==> src/mem_stage_pkg.sv <==
package mem_stage_pkg;

	// Datapath and address width.
	localparam int DATA_W = 32;

	// Instruction tag width.
	localparam int TAG_W = 8;

	// Destination register index width.
	localparam int RD_IDX_W = 5;

	// Access size, encoded as the number of bytes.
	typedef enum logic [2:0] {
		MEM_BYTE = 3'd1,
		MEM_HALF = 3'd2,
		MEM_WORD = 3'd4
	} mem_width_t;

	// Memory stage sequencer.
	// Loads and word stores complete from idle.
	// Sub-word stores walk through the RMW states.
	typedef enum logic [1:0] {
		ST_IDLE        = 2'd0,
		ST_RMW_READ    = 2'd1,
		ST_RMW_RELEASE = 2'd2,
		ST_RMW_WRITE   = 2'd3
	} stage_state_t;

endpackage
==> src/apb_bus_bridge.sv <==
`timescale 1ns/10ps

module apb_bus_bridge (
	input  logic                             i_clock,
	input  logic                             i_rst_n,

	input  logic                             i_request,
	input  logic                             i_rw,
	input  logic [mem_stage_pkg::DATA_W-1:0] i_address,
	input  logic [mem_stage_pkg::DATA_W-1:0] i_wdata,
	output logic                             o_ready,
	output logic [mem_stage_pkg::DATA_W-1:0] o_rdata,

	output logic                             o_psel,
	output logic                             o_penable,
	output logic                             o_pwrite,
	output logic [mem_stage_pkg::DATA_W-1:0] o_paddr,
	output logic [mem_stage_pkg::DATA_W-1:0] o_pwdata,
	input  logic [mem_stage_pkg::DATA_W-1:0] i_prdata,
	input  logic                             i_pready
);
	typedef enum logic [1:0] {
		PH_IDLE   = 2'd0,
		PH_SETUP  = 2'd1,
		PH_ACCESS = 2'd2
	} phase_t;

	phase_t phase;

	// One ready pulse, then back to idle.
	assign o_ready = (phase == PH_ACCESS) && i_pready;
	assign o_rdata = i_prdata;

	always_ff @(posedge i_clock or negedge i_rst_n) begin
		if (!i_rst_n) begin
			phase     <= PH_IDLE;
			o_psel    <= 1'b0;
			o_penable <= 1'b0;
			o_pwrite  <= 1'b0;
			o_paddr   <= '0;
		end else begin
			case (phase)
				PH_IDLE: begin
					if (i_request) begin
						phase    <= PH_SETUP;
						o_psel   <= 1'b1;
						o_pwrite <= i_rw;
						o_paddr  <= i_address;
					end
				end
				PH_SETUP: begin
					phase     <= PH_ACCESS;
					o_penable <= 1'b1;
				end
				PH_ACCESS: begin
					if (i_pready) begin
						phase     <= PH_IDLE;
						o_psel    <= 1'b0;
						o_penable <= 1'b0;
					end
				end
				default: phase <= PH_IDLE;
			endcase
		end
	end

	always_ff @(posedge i_clock) begin
		if ((phase == PH_IDLE) && i_request)
			o_pwdata <= i_wdata;
	end

	// The stage must hold its request through the whole access phase.
	a_penable_with_psel: assert property (@(posedge i_clock) disable iff (!i_rst_n)
		o_penable |-> (o_psel && i_request))
		else $error("PENABLE without PSEL or a held request");

endmodule

==> config.mk <==
export PLATFORM = sky130hd
export DESIGN_NAME = apb_bus_bridge
export DESIGN_NICKNAME = d
export VERILOG_FILES = /design/src/mem_stage_pkg.sv /design/src/apb_bus_bridge.sv
export SDC_FILE = /design/constraint.sdc
export NUM_CORES = 1
export LEC_CHECK = 0
export BUFFER_PORTS_ARGS = -buffer_cell sky130_fd_sc_hd__buf_2
export CAP_MARGIN = 40
export CORE_MARGIN = 2
export CORE_UTILIZATION = 42
export CTS_CLUSTER_DIAMETER = 120
export DETAILED_ROUTE_END_ITERATION = 6
export PLACE_DENSITY = 0.9
export SYNTH_ARGS = -nofsm -noshare
export SYNTH_HDL_FRONTEND = slang
export SYNTH_SLANG_ARGS = --single-unit
==> constraint.sdc <==
create_clock -name i_clock -period 2.95 [get_ports i_clock]
set_input_delay 0.59 -clock i_clock [delete_from_list [all_inputs] [get_ports i_clock]]
set_output_delay 0.59 -clock i_clock [all_outputs]
set_load 0.03 [all_outputs]
==> summary.md <==
| Metric | Value |
|---|---|
| Final GP Congestion | `~0.77` |
| Area Overhead vs Synth | `26.8%` |
| P_leak | `0.00153 uW` |
| Outcome | `complete, no violations` |
| Total GRT Usage | `16.0%` |
| Tmin final | `1.83 ns` |
| WP data arrival | `~1.2 ns` |
| Pint | `roughly 2300 uW` |
| Num CTS Buffers | `9` |
| Number of I/O pins | `~200` |
| RSZ-0062 raised after global routing | `no` |
| Worst-margin pin slew | `between 0.8 and 0.9 ns` |
| Slowest-stage cell, CP | `dfrtp_1` |
| Layout fillers | `496` |
| Area of the multi-input gates | `between 400 and 500 sq um` |
| Clock Skew | `0.00979 ns` |
| H-tree levels | `3` |
| N_diodes | `0` |
| Reg power frac | `41.1%` |
| Leading cell types in the layout, fill and taps excluded | `buf_2, dfrtp_1, mux2_2, edfxtp_1, clkbuf_8` |
| Final antenna-violating net count | `0` |
| Remaining global-route overflow | `0` |
| DR vias/cell | `roughly 4.7` |
| # resized after CTS | `0` |
| Critical Path End Type | `output port` |
| Clock tree sinks | `69` |
| Max Fclk | `546 MHz` |
| Wire length per cell | `15.6 microns` |
| Clock latency at the later pin of the worst-skew pair | `0.33 ns` |
| Max stage delay on crit path | `0.47 ns` |
| Final hold violations | `0` |
| Sw power | `1500 uW` |
| PwrDens | `1140 nW/um^2` |
| Startpoint Class | `register` |
| Final Net Count | `roughly 370` |
| Synth Cell Area | `approximately 2600 sq um` |
| Synth Area in Simple Gates | `about 2.2%` |
| Core area | `approximately 6000 sq um` |
| First-pass iteration count of the detailed router | `4` |
| TritonCTS clock tree | `built` |
| Share of layout cells above drive strength 1 | `68.5%` |
| Clock buffer depth | `2` |
| Setup WS post-layout | `1.12 ns` |
| Storage cell area | `approximately 1900 sq um` |
| Endpoints failing setup | `0` |
| Worst R2R Start | `phase[1]$_DFFE_PN0P_` |
| Worst min-delay path class | `in2async` |
| Post-Route Setup TNS | `0 ns` |
| Relative slew slack | `46.0%` |
| Compound-Gate Fraction of Synth Area | `less than 1%` |
| Post-synthesis mux area share | `roughly 14%` |
| First-pass GRT wire length | `roughly 8500 microns` |
| Post-synthesis net count | `252` |
| Width of the die | `about 83 microns` |
| Final core utilization | `between 50% and 60%` |
| Synth unique cells | `15` |
| Detailed Route Iter0 Violations | `43` |
| Critical Path RT | `2.36 ns` |
| Slew Viols, Final | `0` |
| Initial antenna violation count | `0` |
| Logic pwr share | `between 40% and 50%` |
| Synthesized netlist cell count | `151` |
| Vias in the first global route | `approximately 1.7k` |
| Peak VDD IR | `0.562 mV` |
| PortBufs | `136` |
| Largest net degree at the start of global routing | `between 40 and 50` |
| Vias | `1615` |
| Sequential area share after synthesis | `72.2%` |
| # Max-Cap Violations | `0` |
| Sw Ratio | `39.7%` |
| Syn Area/Cell | `around 17 sq um` |
| Clock power frac | `between 10% and 20%` |
| Commonest non-fill, non-tap cell in the layout | `buf_2` |
| Row cnt | `28` |
| Chip height | `82.9 microns` |
| Root buf cell | `clkbuf_8` |
| Starting Density | `43.9%` |
| Post-DP HPWL | `4100 microns` |
| Post-CTS Setup Bufs | `0` |
| Cts hold-fix bufs | `0` |
| Drt total wl | `between 5000 and 6000 microns` |
| Largest family of logic cells by synthesized area | `multiplexers` |
| Setup CP Type | `reg2out` |
| Worst Setup SP | `phase[0]$_DFFE_PN0P_` |
| CP max FO | `6` |
| Post-synthesis xor/xnor area fraction | `0%` |
| Syn. warnings | `0` |
| Critical-path cell list | `inv_1, and3_1, buf_2` |
| Final period utilization | `between 60% and 70%` |
| Synth Area in Adders | `0%` |
| Reg clk slew, reported paths | `0.07 ns` |
| Number of remaining DRC errors | `0` |
| Pre-CTS setup slack | `1.01 ns` |
| Post-synthesis register bit count | `69` |
| DIE AREA | `6870 sq um` |
==> final cells by class <==
class,count,area share [%]
clock buffer,11,3.97
clock inverter,5,1.59
inverter,1,0.113
multi-input combinational,46,13.6
sequential,69,56.9
tap,75,2.83
timing repair buffer,138,21.0
==> through the flow <==
step	hold WS (ns)	power [uW]	std cells	area, sq um
5_1_grt	0.406	3980	345	3310
3_5_place_dp	0.487	3100	329	3130
3_3_place_gp	0.471	3040	329	3130
2_1_floorplan	0.294	2710	151	2610
6_report	0.354	3770	345	3310
4_1_cts	0.374	3820	345	3310
==> cells by family (layout without fill, tap and decap cells) <==
family	count (synthesis)	count (layout)
simple gates	9	9
compound gates	4	4
mux	33	33
flops	69	69
buf+inv	36	155
==> worst max-delay path, delay by kind of cell, from the launching register on <==
kind	cells	cell delay (ns)
buffers and inverters	2	0.28
AND/OR/NAND/NOR	1	0.17
flip-flops	1	0.47
==> path summary, 6_finish.rpt <==
| path | slack (ns) | cells after the start | endpoint |
|---|---|---|---|
| min in group i_clock | 0.43 | 1 | o_pwdata[22]$_DFFE_PP_ |
| setup reg to reg | 1.22 | 3 | o_paddr[15]$_DFFE_PN0P_ |
| setup / recovery | 1.12 | 3 | o_ready |
| hold / removal | 0.35 | 1 | o_paddr[15]$_DFFE_PN0P_ |
| max in group asynchronous | 2.09 | 1 | o_paddr[21]$_DFFE_PN0P_ |
| hold reg to reg | 0.50 | 1 | o_paddr[6]$_DFFE_PN0P_ |
==> power by group through the flow <==
stage	sequential, uW	combinational [uW]	clock, uW
after detailed placement	1570	1530	0
final	1550	1510	712
after CTS	1560	1530	737
after global placement	1550	1490	0
after global routing	1600	1590	792
after floorplan	2220	489	0
==> state kept, by name, indices dropped and copies added, names as in the netlist <==
name	flops
o_psel	1
o_penable	1
o_pwdata	32
o_pwrite	1
phase	2
o_paddr	32
==> layer usage <==
layer / GRT usage [%] / wire [microns] / up-vias
met2: 24.6 / 2550 / 113
met1: 20.3 / 2200 / 758
met5: 0 / 0 / -
li1: - / - / 726
met3: 5.67 / 528 / 18
met4: 7.60 / 118 / 0
==> cells in the mapped netlist <==
library cell  number  share of area [%]
dfrtp_1           37                 35
buf_4             32                9.2
edfxtp_1          32                 37
mux2_2            32                 14
buf_6              3                1.3
nand2_1            3               0.43
a21oi_1            2               0.38
nor2_1             2               0.29
o21ai_0            2               0.38
and3_1             1               0.24
inv_1              1               0.14
mux2_1             1               0.43
nand2b_1           1               0.24
nor3b_1            1               0.29
nor3b_4            1               0.72
No activity file was read; power rests on OpenSTA's default activity.
