[src/mem_stage_pkg.sv]
package mem_stage_pkg;

	// Datapath and address width.
	localparam int DATA_W = 32;

	// Instruction tag width.
	localparam int TAG_W = 8;

	// Destination register index width.
	localparam int RD_IDX_W = 5;

	// Access size, encoded as the number of bytes.
	typedef enum logic [2:0] {
		MEM_BYTE = 3'd1,
		MEM_HALF = 3'd2,
		MEM_WORD = 3'd4
	} mem_width_t;

	// Memory stage sequencer.
	// Loads and word stores complete from idle.
	// Sub-word stores walk through the RMW states.
	typedef enum logic [1:0] {
		ST_IDLE        = 2'd0,
		ST_RMW_READ    = 2'd1,
		ST_RMW_RELEASE = 2'd2,
		ST_RMW_WRITE   = 2'd3
	} stage_state_t;

endpackage
[src/mem_access_stage.sv]
`timescale 1ns/10ps

module mem_access_stage (
	input  logic                               i_clock,
	input  logic                               i_rst_n,

	input  logic [mem_stage_pkg::TAG_W-1:0]    i_tag,
	input  logic [mem_stage_pkg::RD_IDX_W-1:0] i_inst_rd,
	input  logic [mem_stage_pkg::DATA_W-1:0]   i_rd,
	input  logic                               i_branch,
	input  logic [mem_stage_pkg::DATA_W-1:0]   i_pc_next,
	input  logic                               i_mem_read,
	input  logic                               i_mem_write,
	input  mem_stage_pkg::mem_width_t          i_mem_width,
	input  logic                               i_mem_signed,
	input  logic [mem_stage_pkg::DATA_W-1:0]   i_mem_address,

	input  logic                               i_bus_ready,
	input  logic [mem_stage_pkg::DATA_W-1:0]   i_bus_rdata,
	output logic                               o_bus_request,
	output logic                               o_bus_rw,
	output logic [mem_stage_pkg::DATA_W-1:0]   o_bus_address,
	output logic [mem_stage_pkg::DATA_W-1:0]   o_bus_wdata,

	output logic [mem_stage_pkg::TAG_W-1:0]    o_tag,
	output logic [mem_stage_pkg::RD_IDX_W-1:0] o_inst_rd,
	output logic [mem_stage_pkg::DATA_W-1:0]   o_rd,
	output logic                               o_branch,
	output logic [mem_stage_pkg::DATA_W-1:0]   o_pc_next,
	output logic                               o_stall
);
	import mem_stage_pkg::*;

	stage_state_t      state;
	logic              new_inst;
	logic              mem_access;
	logic [DATA_W-1:0] lane_load;
	logic [DATA_W-1:0] lane_store;
	logic [DATA_W-1:0] rmw_word;

	assign new_inst = (i_tag != o_tag);
	assign mem_access = i_mem_read || i_mem_write;

	// Hold the pipeline until the access finishes.
	assign o_stall = new_inst && mem_access;

	// Request drops in the release cycle between the RMW read and write.
	assign o_bus_request = o_stall && (state != ST_RMW_RELEASE);
	assign o_bus_rw = i_mem_write && ((i_mem_width == MEM_WORD) || (state == ST_RMW_WRITE));
	assign o_bus_address = {i_mem_address[DATA_W-1:2], 2'b00};
	assign o_bus_wdata = (state == ST_RMW_WRITE) ? rmw_word : i_rd;

	mem_lane_unit u_lane (
		.i_word       (i_bus_rdata),
		.i_reg        (i_rd),
		.i_byte_idx   (i_mem_address[1:0]),
		.i_width      (i_mem_width),
		.i_signed     (i_mem_signed),
		.o_load       (lane_load),
		.o_store_word (lane_store)
	);

	always_ff @(posedge i_clock or negedge i_rst_n) begin
		if (!i_rst_n) begin
			state     <= ST_IDLE;
			o_tag     <= '0;
			o_inst_rd <= '0;
			o_rd      <= '0;
			o_branch  <= 1'b0;
			o_pc_next <= '0;
		end else begin
			case (state)
				ST_IDLE: begin
					if (new_inst) begin
						o_inst_rd <= i_inst_rd;
						o_branch  <= i_branch;
						o_pc_next <= i_pc_next;
						if (i_mem_read) begin
							if (i_bus_ready) begin
								o_rd  <= lane_load;
								o_tag <= i_tag;
							end
						end else if (i_mem_write) begin
							if (i_mem_width == MEM_WORD) begin
								if (i_bus_ready)
									o_tag <= i_tag;
							end else begin
								state <= ST_RMW_READ;
							end
						end else begin
							// Plain ALU result.
							o_rd  <= i_rd;
							o_tag <= i_tag;
						end
					end
				end

				ST_RMW_READ: begin
					if (i_bus_ready)
						state <= ST_RMW_RELEASE;
				end

				ST_RMW_RELEASE: begin
					state <= ST_RMW_WRITE;
				end

				ST_RMW_WRITE: begin
					if (i_bus_ready) begin
						o_tag <= i_tag;
						state <= ST_IDLE;
					end
				end

				default: state <= ST_IDLE;
			endcase
		end
	end

	// Merged word for the write half of the RMW.
	always_ff @(posedge i_clock) begin
		if ((state == ST_RMW_READ) && i_bus_ready)
			rmw_word <= lane_store;
	end

	a_half_aligned: assert property (@(posedge i_clock) disable iff (!i_rst_n)
		(o_stall && (i_mem_width == MEM_HALF)) |-> !i_mem_address[0])
		else $error("Misaligned halfword access");

	a_word_aligned: assert property (@(posedge i_clock) disable iff (!i_rst_n)
		(o_stall && (i_mem_width == MEM_WORD)) |-> (i_mem_address[1:0] == 2'b00))
		else $error("Misaligned word access");

	a_read_write_excl: assert property (@(posedge i_clock) disable iff (!i_rst_n)
		new_inst |-> !(i_mem_read && i_mem_write))
		else $error("Read and write set together");

endmodule

[src/mem_lane_unit.sv]
`timescale 1ns/10ps

module mem_lane_unit (
	input  logic [mem_stage_pkg::DATA_W-1:0] i_word,
	input  logic [mem_stage_pkg::DATA_W-1:0] i_reg,
	input  logic [1:0]                       i_byte_idx,
	input  mem_stage_pkg::mem_width_t        i_width,
	input  logic                             i_signed,
	output logic [mem_stage_pkg::DATA_W-1:0] o_load,
	output logic [mem_stage_pkg::DATA_W-1:0] o_store_word
);
	import mem_stage_pkg::*;

	logic [4:0]        shift;
	logic [DATA_W-1:0] shifted;
	logic [DATA_W-1:0] lane_mask;

	// Bit offset of the addressed lane.
	assign shift = {i_byte_idx, 3'b000};
	assign shifted = i_word >> shift;

	// Load extraction and extension.
	always_comb begin
		case (i_width)
			MEM_BYTE: o_load = {{(DATA_W-8){i_signed & shifted[7]}}, shifted[7:0]};
			MEM_HALF: o_load = {{(DATA_W-16){i_signed & shifted[15]}}, shifted[15:0]};
			default:  o_load = i_word;
		endcase
	end

	always_comb begin
		case (i_width)
			MEM_BYTE: lane_mask = DATA_W'(32'h0000_00ff) << shift;
			MEM_HALF: lane_mask = DATA_W'(32'h0000_ffff) << shift;
			default:  lane_mask = '1;
		endcase
	end

	// Untouched lanes keep the read word.
	assign o_store_word = (i_word & ~lane_mask) | ((i_reg << shift) & lane_mask);

endmodule

[config.mk]
export PLATFORM = sky130hd
export DESIGN_NAME = mem_access_stage
export DESIGN_NICKNAME = d
export VERILOG_FILES = /design/src/mem_stage_pkg.sv /design/src/mem_access_stage.sv /design/src/mem_lane_unit.sv
export SDC_FILE = /design/constraint.sdc
export NUM_CORES = 1
export LEC_CHECK = 0
export BUFFER_PORTS_ARGS = -buffer_cell sky130_fd_sc_hd__buf_4
export CORE_ASPECT_RATIO = 0.5
export CORE_UTILIZATION = 44
export CTS_CLUSTER_DIAMETER = 200
export DETAILED_ROUTE_END_ITERATION = 12
export PLACE_DENSITY = 0.8
export SLEW_MARGIN = 20
export SYNTH_ARGS = -nofsm -noshare
export SYNTH_HDL_FRONTEND = slang
export SYNTH_SLANG_ARGS = --single-unit
[constraint.sdc]
create_clock -name i_clock -period 1.93 [get_ports i_clock]
set_input_delay 0.0965 -clock i_clock [delete_from_list [all_inputs] [get_ports i_clock]]
set_output_delay 0.0965 -clock i_clock [all_outputs]
set_load 0.05 [all_outputs]
==> run summary, run 1 <==
## Run status
* run status: complete, no violations

## Global routing
* global-route usage over all layers: 25.8%
* pin count of the biggest net entering global routing: 49
* vias in the first global route: 5836
* total congestion overflow after global routing: 0
* wire length of the first global-routing pass: 32200 microns
* number of antenna violations at the first check in global routing: 0

## Clock network
* clock sink count: 112
* number of buffers added by the clock tree synthesis step: 9
* clock root buffer: clkbuf_16
* clock slew at the register clock pins of the worst setup and hold paths: 80 ps
* clock tree from TritonCTS: yes
* source-to-sink clock delay at the later pin of the worst-skew pair: 350 ps
* number of H-tree branching levels: 3
* Clock Tree Buf Depth: 2

## Finish
* Final Non-Filler Cells: 1089
* fraction of layout cells with a size suffix above 1: 44.3%
* P&R area growth vs syn: 39.5%
* most common library cell in the layout ignoring fill and taps: buf_4
* commonest non-fill, non-tap cells in the layout: 252 x buf_4, 81 x nand2_1, 72 x dfrtp_1, 53 x nor2_1, 51 x mux2_2
* number of fill cells: 1151
* Final #Nets: 1042
* ANT cells: 0

## Worst setup path
* CP Cell Sequence: xnor2_2 -> nand4_1 -> buf_4 -> o21ai_4 -> buf_12 -> mux2_2
* cell family contributing the most delay on the critical path: flip-flops
* class of the most critical setup path: flop to flop
* CP Launch Type: flop
* endpoint type of the worst setup path: flop
* critical path capture point: o_pc_next[18]
* Required @ worst endpoint: 2160 ps
* Max Fanout on Critical Path: 38
* number of buffer and inverter stages on the critical path: 2
* reg-to-reg setup timing slack: 50 ps
* r2r worst-path depth: 6
* origin of the critical flop-to-flop path: o_tag[0]
* launching element of the worst setup path: o_tag[0]
* Crit. path cell count: 6
* critical register-to-register path endpoint: o_pc_next[18]
* arrival time of the worst setup path: 2110 ps
* slowest library cell on the worst path: dfrtp_2
* crit-path max cell delay: 440 ps

## Power
* total power divided by cell area: 1600 nW/um^2
* static leakage: 0.00419 uW
* Reg power frac: 26.8%
* part of the power in combinational logic: 61.3%
* Max IR drop VDD: 0.665 mV
* power share of the clock group: 11.9%
* net load switching power: 7460 uW
* proportion of total power due to net switching: 49.2%
* total internal power: 7700 uW

## Synthesis
* number of synthesized flops with an enable pin: 32
* synth warn: 0
* count of different cell masters after synthesis: 57
* share of synthesized cell area in full adder, half adder and majority cells: 0.924%
* Yosys reg bits: 112
* largest cells by area after synthesis: dfrtp_1 30%, edfxtp_1 14%, mux2_2 8.5%
* top cell type by total area after synthesis: dfrtp_1
* Gate Count Post-Synth: 643
* post-synthesis sequential area ratio: 43.7%
* synthesized-area fraction occupied by ao, oa, aoi and oai cells: 15.1%
* Post-Synth XOR/XNOR Area: 1.03%
* Async SR Flop Fraction: 71.4%
* mux share of post-synthesis cell area: 19.8%
* simple-gate area share of the yosys netlist: 11.9%
* area fraction of the dominant cell type after synthesis: 29.6%
* main combinational cell family by area after synthesis: multiplexers
* most used flip-flop cell after synthesis: dfrtp_1
* post-synthesis instance area: 6770 sq um
* mean instance size in the synthesized netlist: 10.5 sq um

## Floorplanning
* area of the placeable core: 14700 sq um
* FP Rows: 31
* die extent in x: 177 microns
* effective utilization at floorplan: 46.0%
* floorplan die area: 15900 sq um
* number of top-level pins: 296
* vertical die dimension: 89.7 microns

## Route
* Pre-antenna DRT Iters: 5
* detail-routed via count per cell: 5.45
* total routed wirelength: 20800 microns
* via count: 5937
* DR WL/cell: 19.1 microns
* starting DRC count in detailed routing: 547
* Post-route DRC: 0
* ANT nets after route: 0

## STA
* fmax: 532 MHz
* maximum clock skew at final layout: 7.40 ps
* post-layout min period: 1880 ps
* final setup violating endpoints: 0
* WHS: 10.1 ps
* smallest setup slack after layout: 51.5 ps
* count of endpoints failing hold in the final timing report: 0
* Least-Margin Pin Slew: 560 ps
* setup repair after global routing missed its margin: true
* share of the cycle needed by the critical path after routing: 97.3%
* Rel. slew slack: 62.6%
* Slew Viols, Final: 0

## Placement
* detailed placement HPWL: 14600 microns
* Port Buffers: 233
* RD Place Congestion: 0.937
* post-place setup slack: 60.4 ps
* number of cells after detailed placement: 1027

## Job
* max-capacitance violation count: 0

## Worst hold path
* type of the worst min-delay path: input port to flop

[per-stage QoR]
step | instance area, sq um | power (uW) | utilization, % | setup TNS, ps
after global placement | 8660 | 13000 | 58.7 | 0
after floorplan | 6800 | 10400 | - | -457
final | 9450 | 15200 | 64.1 | 0
after detailed placement | 8660 | 13100 | 58.7 | 0
after global routing | 9450 | 15800 | 64.1 | -349
after CTS | 9390 | 15100 | 63.7 | -17.7
[area by class of cell]
class	instances	area (sq um)	share of cell area (%)
Multi-Input combinational cell	446	3380	35.7
Sequential cell	112	2970	31.5
Timing Repair Buffer	307	2540	26.9
Tap cell	198	248	2.62
Clock buffer	9	225	2.38
Clock inverter	7	51.3	0.543
Inverter	10	37.5	0.397
[synthesized netlist by cell type (all sizes together), types with 2 or more instances]
cell	count
mux2	96
nand2	82
dfrtp	80
nor2	55
buf	54
o21ai	44
edfxtp	32
a21oi	25
o31ai	23
clkbuf	21
mux2i	18
nor2b	18
inv	10
a211oi	9
nand3	8
xnor2	8
a221oi	7
a22o	7
a31oi	7
o2111ai	7
ha	5
nor3b	4
and2	2
nand2b	2
nand4	2
o21a	2
o32ai	2
[what timing repair did]
item,4_1_cts,5_1_grt
hold endpoints to repair,83,0
resized for setup,1,10
buffers inserted,1,0
setup endpoints to repair,21,77
hold buffers,45,0
cloned,0,0
[power groups by stage]
stage               registers [uW]  clock network [uW]  logic (uW)
CTS                           4030                1840        9200
global placement              4020                   0        8950
detailed placement            4070                   0        9080
floorplan                     6830                   0        3580
global route                  4190                1930        9680
finish                        4060                1810        9290
[per-layer routing]
metal / part of all wire [%] / vias to the layer above / track usage, % / routed length (microns)
met2: 48 / 286 / 42.5 / 10000
li1: - / 2748 / - / -
met3: 7.4 / 59 / 4.82 / 1550
met1: 42 / 2844 / 33.9 / 8730
met4: 2.4 / 0 / 8.90 / 504
met5: 0 / - / 0 / 0
[how the worst min path moves through the flow]
stage / from / endpoint / slack, ps / cells after the start
6_report: i_tag[5] / o_tag[5] / 10 / 2
5_1_grt: i_tag[5] / o_tag[5] / 0.2 / 2
4_1_cts: i_tag[1] / o_tag[1] / 4 / 2
3_5_place_dp: i_rst_n / o_rd[0] / 120 / 1
3_3_place_gp: i_rst_n / o_rd[0] / 120 / 1
2_1_floorplan: i_rst_n / o_branch / -200 / 0
[registers in the layout (all words and copies together) (netlist names)]
register and flops:
o_branch 1, o_inst_rd 5, o_pc_next 32, o_rd 32, o_tag 8, rmw_word 32, state 2
[kinds of logic (layout without fill, tap and decap cells)]
group / after synthesis / in the layout
compound gates: 137 / 137
xor+xnor: 8 / 8
fa+ha+maj: 5 / 5
buf+inv: 86 / 333
flops: 112 / 112
mux: 115 / 115
other cells: 1 / 2
simple gates: 179 / 179
(Power assumes the default switching activity.)
==> run 2: changes to the inputs <==
--- a/config.mk
+++ b/config.mk
@@ -6,7 +6,7 @@
 export NUM_CORES = 1
 export LEC_CHECK = 0
 export BUFFER_PORTS_ARGS = -buffer_cell sky130_fd_sc_hd__buf_4
-export CORE_ASPECT_RATIO = 0.5
+export CORE_ASPECT_RATIO = 1.4
 export CORE_UTILIZATION = 44
 export CTS_CLUSTER_DIAMETER = 200
 export DETAILED_ROUTE_END_ITERATION = 12
==> run 2 against run 1 <==
First-iteration DRC count is 14% higher; total power up 1.3%; clock power about the same; clock skew is 4.2 ps higher; sequential share of layout area shrank 0.34 points; combinational power grew 2%; clock-buffer cell count is 1 higher; flip-flop and latch count unchanged; sequential power barely moved; critical endpoint is now o_pc_next[16].
==> run summary, run 2 (synthesis gave the netlist of run 1 again) <==
## Worst setup path
* CP Cell Sequence: xnor2_2 -> nand4_1 -> buf_4 -> o21ai_4 -> buf_12 -> mux2_2
* critical register-to-register path endpoint: o_pc_next[16]
* endpoint type of the worst setup path: flop
* r2r worst-path depth: 6, unchanged
* critical path capture point: o_pc_next[16]
* launching element of the worst setup path: o_tag[2]
* Crit. path cell count: 6, unchanged
* class of the most critical setup path: flop to flop
* reg-to-reg setup timing slack: 50 ps, about the same
* slowest library cell on the worst path: dfrtp_2
* Required @ worst endpoint: 2160 ps, about the same
* arrival time of the worst setup path: 2110 ps, about the same
* Max Fanout on Critical Path: 38, unchanged
* cell family contributing the most delay on the critical path: buffers and inverters
* CP Launch Type: flop
* crit-path max cell delay: 430 ps, about the same
* number of buffer and inverter stages on the critical path: 2, unchanged
* origin of the critical flop-to-flop path: o_tag[2]

## Run status
* run status: complete, no violations

## Worst hold path
* type of the worst min-delay path: input port to flop
* hold path start: i_tag[0]
* number of cells traversed by the worst hold path: 2, unchanged

## Global routing
* pin count of the biggest net entering global routing: 51, +4.1%
* vias in the first global route: 5886, +0.86%
* met2 track demand over resource in global routing: 44.5%, +2.0 points
* number of antenna violations at the first check in global routing: 0, unchanged
* global-route usage over all layers: 26.4%, +0.56 points
* layer with the highest usage after global routing: met2
* global routing usage on met1: 31.6%, -2.4 points
* total congestion overflow after global routing: 0, unchanged
* GR Util met3: 4.59%, -0.24 points
* wire length of the first global-routing pass: 32100 microns, -0.36%

## Floorplanning
* number of top-level pins: 296, unchanged
* floorplan die area: 15900 sq um, -0.15%
* effective utilization at floorplan: 45.0%, -0.96 points
* area of the placeable core: 15100 sq um, +2.1%
* vertical die dimension: 149 microns, +66%
* FP Rows: 53, +71%
* die extent in x: 107 microns, -40%

## Power
* proportion of total power due to net switching: 49.0%, -0.20 points
* total internal power: 7830 uW, +1.7%
* net load switching power: 7520 uW, +0.91%
* Max IR drop VDD: 1.35 mV, +100%
* Reg power frac: 26.5%, -0.3 points
* total power divided by cell area: 1610 nW/um^2, +0.24%
* part of the power in combinational logic: 61.8%, +0.5 points
* power share of the clock group: 11.8%, about the same
* static leakage: 0.00425 uW, +1.4%

## Finish
* ANT cells: 0, unchanged
* P&R area growth vs syn: 41.0%
* commonest non-fill, non-tap cells in the layout: 253 x buf_4, 81 x nand2_1, 72 x dfrtp_1, 53 x nor2_1, 51 x mux2_2
* leading registers by flop count: o_pc_next x32, o_rd x32, rmw_word x32
* fraction of layout cells with a size suffix above 1: 44.8%, +0.42 points
* Post-Layout Inst Area: 9550 sq um, +1.1%
* Final #Nets: 1047, +0.48%
* most common library cell in the layout ignoring fill and taps: buf_4
* final design utilization: 63.4%, -0.66 points

## Clock network
* Clock Tree Buf Depth: 2, unchanged
* clock tree from TritonCTS: yes
* source-to-sink clock delay at the later pin of the worst-skew pair: 350 ps, about the same
* number of buffers added by the clock tree synthesis step: 9, unchanged
* clock root buffer: clkbuf_16
* clock slew at the register clock pins of the worst setup and hold paths: 80 ps, about the same
* number of H-tree branching levels: 3, unchanged
* clock sink count: 112, unchanged

## STA
* setup repair after global routing missed its margin: true
* maximum clock skew at final layout: 11.6 ps, +4.16 ps
* final setup violating endpoints: 0, unchanged
* Rel. slew slack: 63.6%, +1.0 points
* share of the cycle needed by the critical path after routing: 97.6%, +0.22 points
* post-layout min period: 1880 ps, +4.23 ps
* Least-Margin Pin Slew: 546 ps, -13.9 ps
* count of endpoints failing hold in the final timing report: 0, unchanged
* Slew Viols, Final: 0, unchanged
* fmax: 531 MHz, -0.22%

## Route
* total routed wirelength: 21500 microns, +3.5%
* detail-routed via count per cell: 5.52, +1.3%
* ANT nets after route: 0, unchanged
* DR WL/cell: 19.8 microns, +3.6%
* via count: 6006, +1.2%
* Pre-antenna DRT Iters: 6, +1
* starting DRC count in detailed routing: 625, +14%
* Post-route DRC: 0, unchanged

## Placement
* detailed placement HPWL: 15400 microns, +5.6%
* Port Buffers: 233, unchanged
* placed cell areas: 8630 sq um, -0.26%
* RD Place Congestion: 0.878, -6.3%

## Job
* max-capacitance violation count: 0, unchanged

run 2: changes by cell type in the layout (fill, tap and decap cells not counted), moves of 2 or more:
cell	previous run	this run
xnor2_1	5	2
clkbuf_16	9	11
inv_4	2	0
xnor2_2	3	6
run 2: per-layer routing:
layer	wire, microns	vias to the layer above
met5	0	-
li1	-	2762
met2	10600	329
met4	1080	0
met1	8300	2833
met3	1500	82
run 2: area by class of cell:
class                      instances  area [sq um]
fill                            1205          5500
sequential                       112          2970
timing repair buffer             312          2620
inverter                          10          37.5
multi-input combinational        446          3400
clock inverter                     6          51.3
tap                              192           240
clock buffer                      10           229
run 2: metrics by stage:
step / hold WS, ps / setup WS [ps] / std cells / TNS (ps) / power, uW
final: 11.9 / 47.2 / 1088 / 0 / 15400
after global routing: 5.22 / -39.7 / 1088 / -951 / 16000
after CTS: 5.10 / 5.90 / 1083 / 0 / 15200
after detailed placement: 117 / 60.5 / 1017 / 0 / 13200
after global placement: 113 / 122 / 1017 / 0 / 13000
after floorplan: -199 / -20.5 / 644 / -457 / 10400
run 2: worst min path at each step:
stage                    end  slack (ps)
6_report            o_tag[0]          10
5_1_grt             o_tag[0]           5
4_1_cts             o_tag[0]           5
3_5_place_dp   o_pc_next[20]         120
3_3_place_gp   o_pc_next[20]         110
2_1_floorplan       o_branch        -200
run 2: power by group through the flow:
stage / sequential, uW / clock, uW / combinational (uW)
3_3_place_gp: 4040 / 0 / 9010
3_5_place_dp: 4080 / 0 / 9120
4_1_cts: 4030 / 1840 / 9280
5_1_grt: 4180 / 1940 / 9900
6_report: 4070 / 1810 / 9480
2_1_floorplan: 6830 / 0 / 3580
run 2: repair_timing:
item | 4_1_cts | 5_1_grt
hold endpoints to repair | 87 | 0
pin swaps | 2 | 4
hold buffers | 46 | 0
resized for setup | 2 | 7
cloned | 0 | 2
setup buffers | 4 | 3
setup endpoints to repair | 3 | 83
